<file path="config.mk">
export PLATFORM = sky130hd
export DESIGN_NAME = md_core_top
export DESIGN_NICKNAME = d
export VERILOG_FILES = /design/src/hdl/md_core_pkg.sv /design/src/hdl/input_sync.sv /design/src/hdl/cart_load_monitor.sv /design/src/hdl/cart_compat_table.sv /design/src/hdl/pad_input_map.sv /design/src/hdl/video_out_encoder.sv /design/src/hdl/md_core_top.sv
export VERILOG_INCLUDE_DIRS = /design/src /design/src/include
export SDC_FILE = /design/constraint.sdc
export NUM_CORES = 1
export LEC_CHECK = 0
export ABC_AREA = 1
export CELL_PAD_IN_SITES_DETAIL_PLACEMENT = 0
export CELL_PAD_IN_SITES_GLOBAL_PLACEMENT = 1
export CORE_UTILIZATION = 40
export CTS_BUF_LIST = sky130_fd_sc_hd__clkbuf_8
export CTS_CLUSTER_SIZE = 14
export DETAILED_ROUTE_END_ITERATION = 7
export DONT_BUFFER_PORTS = 1
export GPL_TIMING_DRIVEN = 1
export HOLD_SLACK_MARGIN = 0.06
export MAX_ROUTING_LAYER = met4
export PLACE_DENSITY = 0.73
export SLEW_MARGIN = 20
export SYNTH_ARGS = -nofsm -noshare
export SYNTH_HDL_FRONTEND = slang
export SYNTH_HIERARCHICAL = 1
export SYNTH_SLANG_ARGS = --single-unit
</file>
<file path="constraint.sdc">
create_clock -name clk_sys -period 2.8 [get_ports clk_sys]
set_input_delay 0 -clock clk_sys [delete_from_list [all_inputs] [get_ports clk_sys]]
set_output_delay 0 -clock clk_sys [all_outputs]
set_load 0.01 [all_outputs]
</file>
<file path="src/include/md_core_consts.svh">
/*
 * Shared constants for the console core top level.
 * Header addresses are byte addresses into the cartridge ROM image.
 * Widths here size the packed types of md_core_pkg.
 */
`ifndef MD_CORE_CONSTS_SVH
`define MD_CORE_CONSTS_SVH

////////////////////////////////////////
// widths

`define MD_ROM_ADDR_W 25
`define MD_ROM_DATA_W 16
`define MD_HOST_KEY_W 16
`define MD_PAD_W 12
`define MD_COLOR_W 4

////////////////////////////////////////
// cartridge header map

// product ID spans five words, lookup fires on the word after
`define MD_HDR_ID_FIRST 25'h182
`define MD_HDR_ID_LAST 25'h18A
`define MD_HDR_ID_COMMIT 25'h18C

// region letters or hex code
`define MD_HDR_REGION_A 25'h1F0
`define MD_HDR_REGION_B 25'h1F2

`define MD_HDR_END 25'h200 // header fully written

////////////////////////////////////////
// table defaults

`define MD_GUN_DELAY_DEFAULT 8'd44

`endif

</file>
<file path="src/hdl/md_core_pkg.sv">
/*
 * Types shared by the core top level blocks.
 * rom_write_t carries one 16-bit ROM word, address in bytes.
 * md_pad_t follows the console pad bit order, Z at the top.
 */
`default_nettype none

`include "md_core_consts.svh"

package md_core_pkg;

	typedef struct packed {
		logic wr;
		logic [`MD_ROM_ADDR_W-1:0] addr;
		logic [`MD_ROM_DATA_W-1:0] data;
	} rom_write_t; // 42 bits

	typedef enum logic [1:0] {
		JP = 2'd0,
		US = 2'd1,
		EU = 2'd2
	} region_t;

	typedef struct packed {
		logic sram;
		logic sram00;
		logic eeprom;
		logic fifo;
		logic noram;
		logic pier;
		logic svp;
		logic fmbusy;
		logic schan;
	} cart_quirks_t;

	typedef struct packed {
		logic gun_type; // 0 menacer style, 1 justifier style
		logic [7:0] sensor_delay;
	} gun_cfg_t;

	typedef logic [`MD_HOST_KEY_W-1:0] host_pad_t;

	typedef struct packed {
		logic z, y, x, mode, start, b, c, a;
		logic up, down, left, right;
	} md_pad_t;

	typedef struct packed {
		logic [`MD_COLOR_W-1:0] r, g, b;
		logic hs, vs;
		logic hblank, vblank;
		logic [1:0] resolution;
		logic interlace;
	} video_in_t; // 19 bits

	typedef struct packed {
		logic [23:0] rgb;
		logic de, hs, vs;
	} video_out_t;

endpackage

`default_nettype wire

</file>
<file path="src/hdl/input_sync.sv">
/*
 * Three flop synchronizer into clk_sys, no reset.
 * Bits of a wide payload are not resampled together, so a
 * multi-bit value may show a mixed word for one cycle.
 */
`timescale 1ns/1ps
`default_nettype none

module input_sync #(
	parameter type payload_t = logic
) (
	input wire logic clk_sys,
	input wire payload_t d,
	output payload_t q
);

	payload_t meta_q; // first stage may go metastable
	payload_t stab_q;

	always_ff @(posedge clk_sys) begin
		meta_q <= d;
		stab_q <= meta_q;
		q <= stab_q;
	end

endmodule

`default_nettype wire

</file>
<file path="src/hdl/cart_load_monitor.sv">
/*
 * Watches the ROM download and decodes the header region bytes.
 * Writes count only while download is high. The console is held in
 * reset from the region update until header-ready drops again.
 */
`timescale 1ns/1ps
`default_nettype none

`include "md_core_consts.svh"

module cart_load_monitor (
	input wire logic clk_sys,
	input wire logic rst_n,
	input wire logic download,
	input wire md_core_pkg::rom_write_t rom_wr,
	input wire logic host_run,
	output logic [`MD_ROM_ADDR_W-1:0] rom_size,
	output md_core_pkg::region_t region,
	output logic export_region,
	output logic system_reset
);
	import md_core_pkg::*;

	logic download_q;
	logic dl_rise, dl_fall;
	logic wr_ok;
	logic [`MD_ROM_ADDR_W-1:0] last_addr;
	logic [2:0] hdr_flags, flags_nxt; // {e, u, j}
	logic [2:0] lo_hit;
	logic [3:0] hrgn;
	logic hdr_ready, hdr_ready_q;
	logic region_hold;

	// letter byte to a one-hot {e, u, j}
	function automatic logic [2:0] letter_hit(input logic [7:0] c);
		case (c)
			"J": return 3'b001;
			"U": return 3'b010;
			"E": return 3'b100;
			default: return 3'b000;
		endcase
	endfunction

	assign dl_rise = download & ~download_q;
	assign dl_fall = ~download & download_q;
	assign wr_ok = rom_wr.wr & download;
	assign hrgn = rom_wr.data[3:0] - 4'd7; // 'A'..'F' back to 10..15
	assign lo_hit = letter_hit(rom_wr.data[7:0]);

	////////////////////////////////////////
	// region letter flags

	always_comb begin
		flags_nxt = hdr_flags;
		if (dl_rise)
			flags_nxt = 3'b000;
		if (wr_ok && rom_wr.addr == `MD_HDR_REGION_A) begin
			if (|lo_hit)
				flags_nxt = flags_nxt | lo_hit;
			else if (rom_wr.data[7:0] >= "0" && rom_wr.data[7:0] <= "9")
				flags_nxt = {rom_wr.data[3], rom_wr.data[2], rom_wr.data[0]};
			else if (rom_wr.data[7:0] >= "A" && rom_wr.data[7:0] <= "F")
				flags_nxt = {hrgn[3], hrgn[2], hrgn[0]};
			flags_nxt = flags_nxt | letter_hit(rom_wr.data[15:8]); // high byte after
		end
		if (wr_ok && rom_wr.addr == `MD_HDR_REGION_B)
			flags_nxt = flags_nxt | lo_hit;
	end

	always_ff @(posedge clk_sys) begin
		if (!rst_n) begin
			download_q <= 1'b0;
			hdr_flags <= 3'b000;
			hdr_ready <= 1'b0;
			last_addr <= '0;
			rom_size <= '0;
		end else begin
			download_q <= download;
			hdr_flags <= flags_nxt;
			if (dl_fall) begin
				rom_size <= last_addr;
				hdr_ready <= 1'b0;
			end
			if (wr_ok) begin
				last_addr <= rom_wr.addr;
				if (rom_wr.addr == `MD_HDR_END)
					hdr_ready <= 1'b1;
			end
		end
	end

	////////////////////////////////////////
	// region apply and reset window

	always_ff @(posedge clk_sys) begin
		if (!rst_n) begin
			hdr_ready_q <= 1'b0;
			region_hold <= 1'b0;
			region <= US;
		end else begin
			hdr_ready_q <= hdr_ready;
			if (hdr_ready && !hdr_ready_q) begin
				region_hold <= 1'b1;
				if (hdr_flags[1]) region <= US; // US wins over EU and JP
				else if (hdr_flags[2]) region <= EU;
				else if (hdr_flags[0]) region <= JP;
				else region <= US;
			end
			if (!hdr_ready && hdr_ready_q)
				region_hold <= 1'b0;
		end
	end

	assign export_region = (region != JP);
	assign system_reset = region_hold | ~host_run;

endmodule

`default_nettype wire

</file>
<file path="src/hdl/cart_compat_table.sv">
/*
 * Product ID capture and per-title compatibility settings.
 * The ID is only complete once all five ID words are written
 * before the commit word. Flags clear while a download runs.
 */
`timescale 1ns/1ps
`default_nettype none

`include "md_core_consts.svh"

module cart_compat_table (
	input wire logic clk_sys,
	input wire logic rst_n,
	input wire logic download,
	input wire md_core_pkg::rom_write_t rom_wr,
	output md_core_pkg::cart_quirks_t quirks,
	output md_core_pkg::gun_cfg_t gun
);
	import md_core_pkg::*;

	logic wr_ok;
	logic [63:0] cart_id; // 8 ASCII chars, first char on top
	cart_quirks_t quirk_hit;
	gun_cfg_t gun_hit;

	assign wr_ok = rom_wr.wr & download;

	// header words arrive big endian, so swap bytes
	always_ff @(posedge clk_sys) begin
		if (wr_ok) begin
			case (rom_wr.addr)
				`MD_HDR_ID_FIRST: cart_id[63:56] <= rom_wr.data[15:8];
				`MD_HDR_ID_FIRST + 2: cart_id[55:40] <= {rom_wr.data[7:0], rom_wr.data[15:8]};
				`MD_HDR_ID_FIRST + 4: cart_id[39:24] <= {rom_wr.data[7:0], rom_wr.data[15:8]};
				`MD_HDR_ID_FIRST + 6: cart_id[23:8] <= {rom_wr.data[7:0], rom_wr.data[15:8]};
				`MD_HDR_ID_LAST: cart_id[7:0] <= rom_wr.data[7:0];
				default: ;
			endcase
		end
	end

	////////////////////////////////////////
	// title table

	always_comb begin
		quirk_hit = '0;
		case (cart_id)
			"T-081276", "T-81406 ", "T-081586",
			"T-81576 ", "T-81476 ": quirk_hit.sram = 1'b1; // serial sram titles
			"MK-1215 ", "G-4060  ", "00001211",
			"MK-1228 ", "G-5538  ", "00004076",
			"T-12046 ", "T-12053 ", "G-4524  ": quirk_hit.eeprom = 1'b1;
			"T-113016": quirk_hit.noram = 1'b1; // fake ram check in Puggsy
			"T-89016 ": quirk_hit.fifo = 1'b1;
			"T-574023", "T-574013": quirk_hit.pier = 1'b1;
			"MK-1229 ", "G-7001  ": quirk_hit.svp = 1'b1; // Virtua Racing
			"T-35036 ", "T-25073 ", "MK-1137-": quirk_hit.fmbusy = 1'b1; // Hellfire
			"T-68???-": quirk_hit.schan = 1'b1;
			" GM 0000": quirk_hit.sram00 = 1'b1;
			default: ;
		endcase
	end

	// lightgun type and sensor timing
	always_comb begin
		gun_hit = '{gun_type: 1'b0, sensor_delay: `MD_GUN_DELAY_DEFAULT};
		case (cart_id)
			"MK-1533 ": gun_hit = '{gun_type: 1'b0, sensor_delay: 8'd100}; // Body Count
			"T-95096-": gun_hit = '{gun_type: 1'b1, sensor_delay: 8'd52};
			"T-95136-": gun_hit = '{gun_type: 1'b1, sensor_delay: 8'd30};
			"MK-1658 ": gun_hit = '{gun_type: 1'b0, sensor_delay: 8'd120}; // 6-in-1
			"T-081156": gun_hit = '{gun_type: 1'b0, sensor_delay: 8'd126};
			default: ;
		endcase
	end

	always_ff @(posedge clk_sys) begin
		if (!rst_n) begin
			quirks <= '0;
			gun <= '{gun_type: 1'b0, sensor_delay: `MD_GUN_DELAY_DEFAULT};
		end else begin
			if (download)
				quirks <= '0;
			// commit always lands inside a download, so it wins the clear
			if (wr_ok && rom_wr.addr == `MD_HDR_ID_COMMIT) begin
				quirks <= quirk_hit;
				gun <= gun_hit;
			end
		end
	end

endmodule

`default_nettype wire

</file>
<file path="src/hdl/pad_input_map.sv">
/*
 * Brings four host pads and the menu flag into clk_sys and maps
 * host keys onto the console pad word. Latency is three cycles.
 * Bits are active high on both sides.
 */
`timescale 1ns/1ps
`default_nettype none

module pad_input_map (
	input wire logic clk_sys,
	input wire md_core_pkg::host_pad_t host_pad [4],
	input wire logic in_menu,
	output md_core_pkg::md_pad_t md_pad [4],
	output logic pause
);
	import md_core_pkg::*;

	for (genvar i = 0; i < 4; i++) begin : g_pad
		host_pad_t key_s;

		input_sync #(.payload_t(host_pad_t)) u_key_sync (
			.clk_sys(clk_sys),
			.d(host_pad[i]),
			.q(key_s)
		);

		// r1 z, x y, l1 x, select mode
		assign md_pad[i] = '{
			z: key_s[9], y: key_s[6], x: key_s[8],
			mode: key_s[14], start: key_s[15],
			b: key_s[4], c: key_s[5], a: key_s[7],
			up: key_s[0], down: key_s[1], left: key_s[2], right: key_s[3]
		};
	end

	input_sync #(.payload_t(logic)) u_pause_sync (
		.clk_sys(clk_sys),
		.d(in_menu),
		.q(pause)
	); // console pauses while the host menu is open

endmodule

`default_nettype wire

</file>
<file path="src/hdl/video_out_encoder.sv">
/*
 * Pixel output stage, advances only on ce_pix.
 * rgb carries the video mode code during blanking for the scaler.
 * Sync outputs are one-sample pulses on the rising sync edge.
 */
`timescale 1ns/1ps
`default_nettype none

module video_out_encoder (
	input wire logic clk_sys,
	input wire logic rst_n,
	input wire logic ce_pix,
	input wire md_core_pkg::video_in_t vid_in,
	output md_core_pkg::video_out_t vid_out
);
	import md_core_pkg::*;

	// 4 bit console level to 8 bit
	localparam logic [7:0] COLOR_LUT [16] = '{
		8'd0, 8'd27, 8'd49, 8'd71,
		8'd87, 8'd103, 8'd119, 8'd130,
		8'd146, 8'd157, 8'd174, 8'd190,
		8'd206, 8'd228, 8'd255, 8'd255
	};

	logic active;
	logic [10:0] mode_code;
	logic [23:0] rgb_nxt;
	logic [23:0] rgb_q;
	logic de_q, hs_q, vs_q;
	logic hs_prev, vs_prev;

	assign active = ~(vid_in.hblank | vid_in.vblank);

	always_comb begin
		case (vid_in.resolution)
			2'd0: mode_code = 11'd0; // 256x224
			2'd1: mode_code = vid_in.interlace ? 11'd4 : 11'd1; // 320x448i or 320x224
			2'd2: mode_code = 11'd2;
			default: mode_code = 11'd3;
		endcase
		if (active)
			rgb_nxt = {COLOR_LUT[vid_in.r], COLOR_LUT[vid_in.g], COLOR_LUT[vid_in.b]};
		else
			rgb_nxt = {mode_code, 13'd0};
	end

	////////////////////////////////////////
	// output registers

	always_ff @(posedge clk_sys) begin
		if (ce_pix)
			rgb_q <= rgb_nxt;
	end

	always_ff @(posedge clk_sys) begin
		if (!rst_n) begin
			de_q <= 1'b0;
			hs_q <= 1'b0;
			vs_q <= 1'b0;
			hs_prev <= 1'b0;
			vs_prev <= 1'b0;
		end else if (ce_pix) begin
			de_q <= active;
			hs_q <= vid_in.hs & ~hs_prev; // rising edge only
			vs_q <= vid_in.vs & ~vs_prev;
			hs_prev <= vid_in.hs;
			vs_prev <= vid_in.vs;
		end
	end

	assign vid_out = video_out_t'{rgb: rgb_q, de: de_q, hs: hs_q, vs: vs_q};

endmodule

`default_nettype wire

</file>
<file path="src/hdl/md_core_top.sv">
/*
 * Core top level: header path and pixel path side by side on clk_sys.
 * ROM writes are plain strobes and are never stalled.
 * The console system itself is not part of this level.
 */
`timescale 1ns/1ps
`default_nettype none

`include "md_core_consts.svh"

module md_core_top (
	input wire logic clk_sys,
	input wire logic rst_n,
	input wire logic download,
	input wire logic host_run,
	input wire logic ce_pix,
	input wire logic in_menu,
	input wire md_core_pkg::rom_write_t rom_wr,
	input wire md_core_pkg::host_pad_t host_pad [4],
	input wire md_core_pkg::video_in_t vid_in,
	output logic [`MD_ROM_ADDR_W-1:0] rom_size,
	output md_core_pkg::region_t region,
	output logic export_region,
	output logic system_reset,
	output md_core_pkg::cart_quirks_t quirks,
	output md_core_pkg::gun_cfg_t gun,
	output md_core_pkg::md_pad_t md_pad [4],
	output logic pause,
	output md_core_pkg::video_out_t vid_out
);

	////////////////////////////////////////
	// header path

	cart_load_monitor u_load_monitor (
		.clk_sys(clk_sys),
		.rst_n(rst_n),
		.download(download),
		.rom_wr(rom_wr),
		.host_run(host_run),
		.rom_size(rom_size),
		.region(region),
		.export_region(export_region),
		.system_reset(system_reset)
	);

	cart_compat_table u_compat_table (
		.clk_sys(clk_sys),
		.rst_n(rst_n),
		.download(download),
		.rom_wr(rom_wr),
		.quirks(quirks),
		.gun(gun)
	);

	////////////////////////////////////////
	// pads and pixels

	pad_input_map u_pad_map (
		.clk_sys(clk_sys),
		.host_pad(host_pad),
		.in_menu(in_menu),
		.md_pad(md_pad),
		.pause(pause)
	);

	video_out_encoder u_video_out (
		.clk_sys(clk_sys),
		.rst_n(rst_n),
		.ce_pix(ce_pix),
		.vid_in(vid_in),
		.vid_out(vid_out)
	);

endmodule

`default_nettype wire

</file>
## Yosys cells after proc, flatten, opt, wreduce, memory -nomap -nowiden

Memories as Yosys holds them, arrays and structs flattened.
Cells that the tools add are included.

- Bits in registers: 365
- Bits in read-only memories: 384
- Input bits: 131
- Memories kept: 3

Memories:

| memory | words | bits a word | read ports | clocked after Yosys merged registers in | wr ports | line | text |
|---|---|---|---|---|---|---|---|
| (name not given) | 16 | 8 | 1 | 0 | 0 | video_out_encoder.sv:43 | `rgb_nxt = {COLOR_LUT[vid_in.r], COLOR_LUT[vid_in.g], COLOR_LUT[vid_in.b]};` |
| (name not given) | 16 | 8 | 1 | 0 | 0 | video_out_encoder.sv:43 |  |
| (name not given) | 16 | 8 | 1 | 0 | 0 | video_out_encoder.sv:43 |  |

- Add/sub/neg operators: 1
- Order comparisons: 7
- Equality and inequality tests: 47
- Multiplexer cells: 37
- Bitwise operators: 20
- Reductions and logical operators: 24

Operators with widths:

| kind | number |
|---|---|
| == test 64 x 63 -> 1 bit (second input constant) | 27 |
| == test 25 x 9 -> 1 bit (second input constant) | 8 |
| == test 64 x 62 -> 1 bit (second input constant) | 3 |
| == test 8 x 7 -> 1 bit (second input constant) | 6 |
| 2-to-1 mux 8 bit | 6 |
| case mux 9 bit (5 select lines) | 1 |
| case mux 11 bit (3 select lines) | 1 |
| 2-to-1 mux 3 bit | 9 |
| == test 25 x 10 -> 1 bit (second input constant) | 1 |
| 2-to-1 mux 24 bit | 1 |
| 2-to-1 mux 9 bit | 2 |
| case mux 3 bit (3 select lines) | 2 |
| >= comparator 5 bit (second input constant) | 3 |
| inverter 4 -> 5 bit | 3 |
| 2-to-1 mux 1 bit | 13 |
| AND reduction 2 bit | 5 |
| OR 3 bit | 3 |
| OR reduction 9 bit | 1 |
| >= comparator 8 x 6 -> 1 bit (second input constant) | 1 |
| >= comparator 8 x 7 -> 1 bit (second input constant) | 1 |
| <= comparator 8 x 6 -> 1 bit (second input constant) | 1 |
| <= comparator 8 x 7 -> 1 bit (second input constant) | 1 |
| logical AND 1 bit | 7 |
| inverter 1 bit | 7 |
| 12 further kinds | 23 |

## Longest topological paths before layout

- Depth after elaboration: 11
- Depth in mapped cells: 13

## By module

Netlist, hierarchy kept.

By module, submodules not included:

| module | instances | cells each | area an instance (µm²) |
|---|---|---|---|
| cart_compat_table | 1 | 585 | 4530.6 |
| input_sync (u_pad_map.g_pad[0].u_key_sync ...) | 4 | 48 | 960.9 |
| cart_load_monitor | 1 | 371 | 2605.0 |
| video_out_encoder | 1 | 221 | 1849.3 |
| input_sync (u_pad_map.u_pause_sync) | 1 | 3 | 60.1 |

## Worst setup path after synthesis

No wires, ideal clock.

- Path type: input-to-reg
- Start point: input port rom_wr[27] (netlist name)
- End point: register u_compat_table.cart_id[24], enable pin
- Data arrival time: 2096 ps
- Required time: 2370 ps
- Setup slack: 274 ps
- Stages: 7
- Buffers on the path: 0
- Path through: nor2_1 nand3b_1 nor2_2 inv_1 nor2_2 inv_1 nor4_1

- Cells in the longest elaborated chain, start to end: 2

Ends and longest elaborated chain:

| what | line | text |
|---|---|---|
| start, declared | md_core_top.sv:18 | `input wire md_core_pkg::rom_write_t rom_wr,` |
| == test 25 x 9 -> 1 bit | cart_compat_table.sv:31 | `case (rom_wr.addr)` |
| AND reduction 2 bit (no source line) | - |  |
| end signal, assigned | cart_compat_table.sv:34 | `` `MD_HDR_ID_FIRST + 4: cart_id[39:24] <= {rom_wr.data[7:0], rom_wr.data[15:8]}; `` |
| end, declared | cart_compat_table.sv:22 | `logic [63:0] cart_id;` |

No other way between the ends.
A chain may end at the register's enable or synchronous reset.

## Worst setup path after layout

- Start point: input port vid_in[4] (netlist name)
- End point: register u_video_out.rgb_q[18], data pin

- Cells in the longest elaborated chain, start to end: 2

Ends and longest elaborated chain:

| what | line | text |
|---|---|---|
| start, declared | md_core_top.sv:20 | `input wire md_core_pkg::video_in_t vid_in,` |
| OR 1 bit | video_out_encoder.sv:33 | `assign active = ~(vid_in.hblank \| vid_in.vblank);` |
| 2-to-1 mux 24 bit | video_out_encoder.sv:42 | `if (active)` |
| end signal, assigned | video_out_encoder.sv:53 | `rgb_q <= rgb_nxt;` |
| end, declared | video_out_encoder.sv:29 | `logic [23:0] rgb_q;` |

No other way between the ends.

==> out/results.md <==
## Setup path
- **depth of the worst register-to-register path** 11
- **endpoint of the worst setup timing path** u_video_out/rgb_q[18]
- **minimum setup slack among reg-to-reg paths** 380 ps
- **maximum fanout encountered on the critical timing path** 11
- **CP Class** in -> reg
- **startpoint class of the critical path** input port
- **Critical R2R Launch** u_compat_table/cart_id[23]
- **origin of the worst setup path** vid_in[4]
- **endpoint of the worst-slack reg-to-reg timing path** u_compat_table/gun[3]
- **category of the worst setup path capture point** flop
- **Crit path arrival time** 3060 ps
- **required time of the critical path** 3240 ps

## Global route
- **antenna violations before repair** 0
- **largest net degree at the start of global routing** 61
- **via count of the first global-routing pass** 9550
- **first-pass GRT wire length** 50900 µm
- **GRT Total Usage** 22.0%
- **remaining global-route overflow** 0

## Hold path
- **path class of the lowest-slack min-delay path** in -> out

## Timing
- **pins over their slew limit** 0
- **post-layout minimum cycle time** 2620 ps
- **Fin Hold WS** 74.3 ps
- **setup repair after global routing missed its margin** false
- **final critical-path share of the clock period** 93.5%
- **Least-Margin Pin Slew** 993 ps
- **achievable frequency** 0.382 GHz
- **TNS Setup** 0 ps
- **final number of hold-violating endpoints** 0
- **number of setup violations in the final report** 0
- **setup skew after layout** 32.0 ps
- **Slew Limit Headroom** 33.7%

## Clocking
- **post-CTS repair timing setup buffer count** 0
- **number of clock buffers inserted by TritonCTS** 50
- **cell chosen for the clock root** sky130_fd_sc_hd__clkbuf_8
- **CTS tree** built
- **total clock sinks** 315
- **clock-pin slew on the worst setup and hold paths** 60 ps
- **H-Tree Level Count** 2
- **deepest clock path buffer count** 3
- **clock latency of the later-clocked register in the worst-skew pair** 600 ps

## Placement
- **placer congestion estimate** 0.911
- **Buffers on Ports** 0
- **area after detailed placement** 0.0123 mm²
- **Placed Instances** 1688
- **Final HPWL DP** 21500 µm

## Layout
- **combined flip-flop and latch cell area** 0.00719 mm²
- **area occupied by multi-input gates** 0.00409 mm²
- **share of final-layout standard cells stronger than drive strength 1** 10.0%
- **area overhead of the layout relative to synthesis** 28.9%
- **final antenna diode count** 0
- **Final #Nets** 1710
- **final instance area** 0.0154 mm²
- **final-layout fill cell count** 2594
- **final cell count without fillers** 1981

## Synthesis
- **post-synthesis instance area** 0.0119 mm²
- **Post-Syn Instances** 1324
- **Mean Syn Cell Area** 9.01 µm²
- **number of synthesis warnings** 6

## Status
- **outcome** finished, final reports clean

## Drt
- **1st-pass router iterations** 5
- **DR WL/cell** 16.6 µm
- **routed via count divided by cell count** 4.80
- **number of nets with antenna violations after detailed routing** 0
- **count of unresolved DRC violations after routing** 0
- **final wirelength** 32900 µm
- **routed via count** 9509
- **count of routing violations after the opening detailed-route iteration** 541

## Pwr
- **IR drop worst, VDD** 592 µV
- **P_leak** 6.31 nW
- **overall power consumption** 0.00943 W
- **Pwr per Cell Area** 614 mW/mm²

## Floorplanning
- **standard-cell rows** 62
- **Die H** 175 µm
- **effective utilization at floorplan** 41.1%
- **Die ar.** 0.0305 mm²
- **Ports** 254
- **placeable core area** 0.0290 mm²
- **overall die width** 175 µm

## Flow run
- **max-cap violations** 0

==> worst min-delay path by stage <==
stage | endpoint | start | depth (start not counted) | slack [ps]
floorplan | u_pad_map/g_pad[0].u_key_sync/meta_q[0] | host_pad[48] | 0 | 30
global placement | u_pad_map/g_pad[2].u_key_sync/meta_q[3] | host_pad[19] | 0 | 30
detailed placement | u_pad_map/g_pad[1].u_key_sync/meta_q[8] | host_pad[40] | 0 | 30
CTS | u_video_out/de_q | rst_n | 3 | 60
global route | system_reset | host_run | 1 | 90
finish | system_reset | host_run | 1 | 70
==> area by class of cell <==
cell class / instances / share of cell area [%]
Timing Repair Buffer: 208 / 13.6
Sequential cell: 315 / 46.7
Clock buffer: 56 / 5.01
Multi-Input combinational cell: 842 / 26.6
Clock inverter: 35 / 1.52
Inverter: 141 / 3.44
Tap cell: 384 / 3.13
==> through the flow <==
step / utilization, % / setup WS [ps]
floorplan: - / 274
global placement: 42.5 / 857
detailed placement: 42.5 / 857
CTS: 53.0 / 270
global route: 53.0 / 117
finish: 53.0 / 181
==> layout by cell type (no fill, tap or decap), drive strengths merged <==
cell type / n
o21ai: 75
nor2: 267
conb: 2
nand4: 27
o211a: 1
nand2: 264
dlygate4sd3: 200
nor3: 24
or2: 4
clkinv: 9
edfxtp: 88
dfxtp: 227
buf: 8
ha: 21
a31oi: 1
nand3: 68
bufinv: 2
o21a: 5
o21bai: 2
a21oi: 57
and2: 2
clkbuf: 56
nor4: 11
nor3b: 1
o22ai: 1
nand3b: 4
o211ai: 2
a22oi: 1
o2111ai: 1
a211oi: 1
inv: 165
==> state kept, by name (all words and copies together) (netlist names), 2 cells and up <==
signal,cells
u_compat_table/cart_id,64
u_compat_table/gun,7
u_compat_table/quirks,9
u_load_monitor/hdr_flags,3
u_load_monitor/last_addr,25
u_load_monitor/region,2
u_load_monitor/rom_size,25
u_pad_map/g_pad.u_key_sync/meta_q,48
u_pad_map/g_pad.u_key_sync/q,48
u_pad_map/g_pad.u_key_sync/stab_q,48
u_video_out/rgb_q,24
==> power by group <==
group | total [W] | internal, W | switching [W]
clock | 0.00387 | 0.00205 | 0.00182
combinational | 0.000558 | 0.000275 | 0.000283
sequential | 0.00500 | 0.00488 | 0.000127
==> critical path, cell delays in order <==
cell and delay, ps:
sky130_fd_sc_hd__dlygate4sd3_1 580, sky130_fd_sc_hd__nor2_4 250, sky130_fd_sc_hd__dlygate4sd3_1 880, sky130_fd_sc_hd__nand3_1 140
sky130_fd_sc_hd__dlygate4sd3_1 590, sky130_fd_sc_hd__nand2_1 80, sky130_fd_sc_hd__dlygate4sd3_1 540
==> layer usage <==
metal	GRT usage (%)	routed length [µm]
met4	7.79	932
met2	37.0	16100
met5	-	0
met3	4.55	1990
met1	26.0	13800
==> what timing repair did <==
action | CTS | global route
hold endpoints to repair | 305 | 0
resized for setup | 0 | 0
hold buffers | 202 | 0
(Power assumes the default switching activity.)
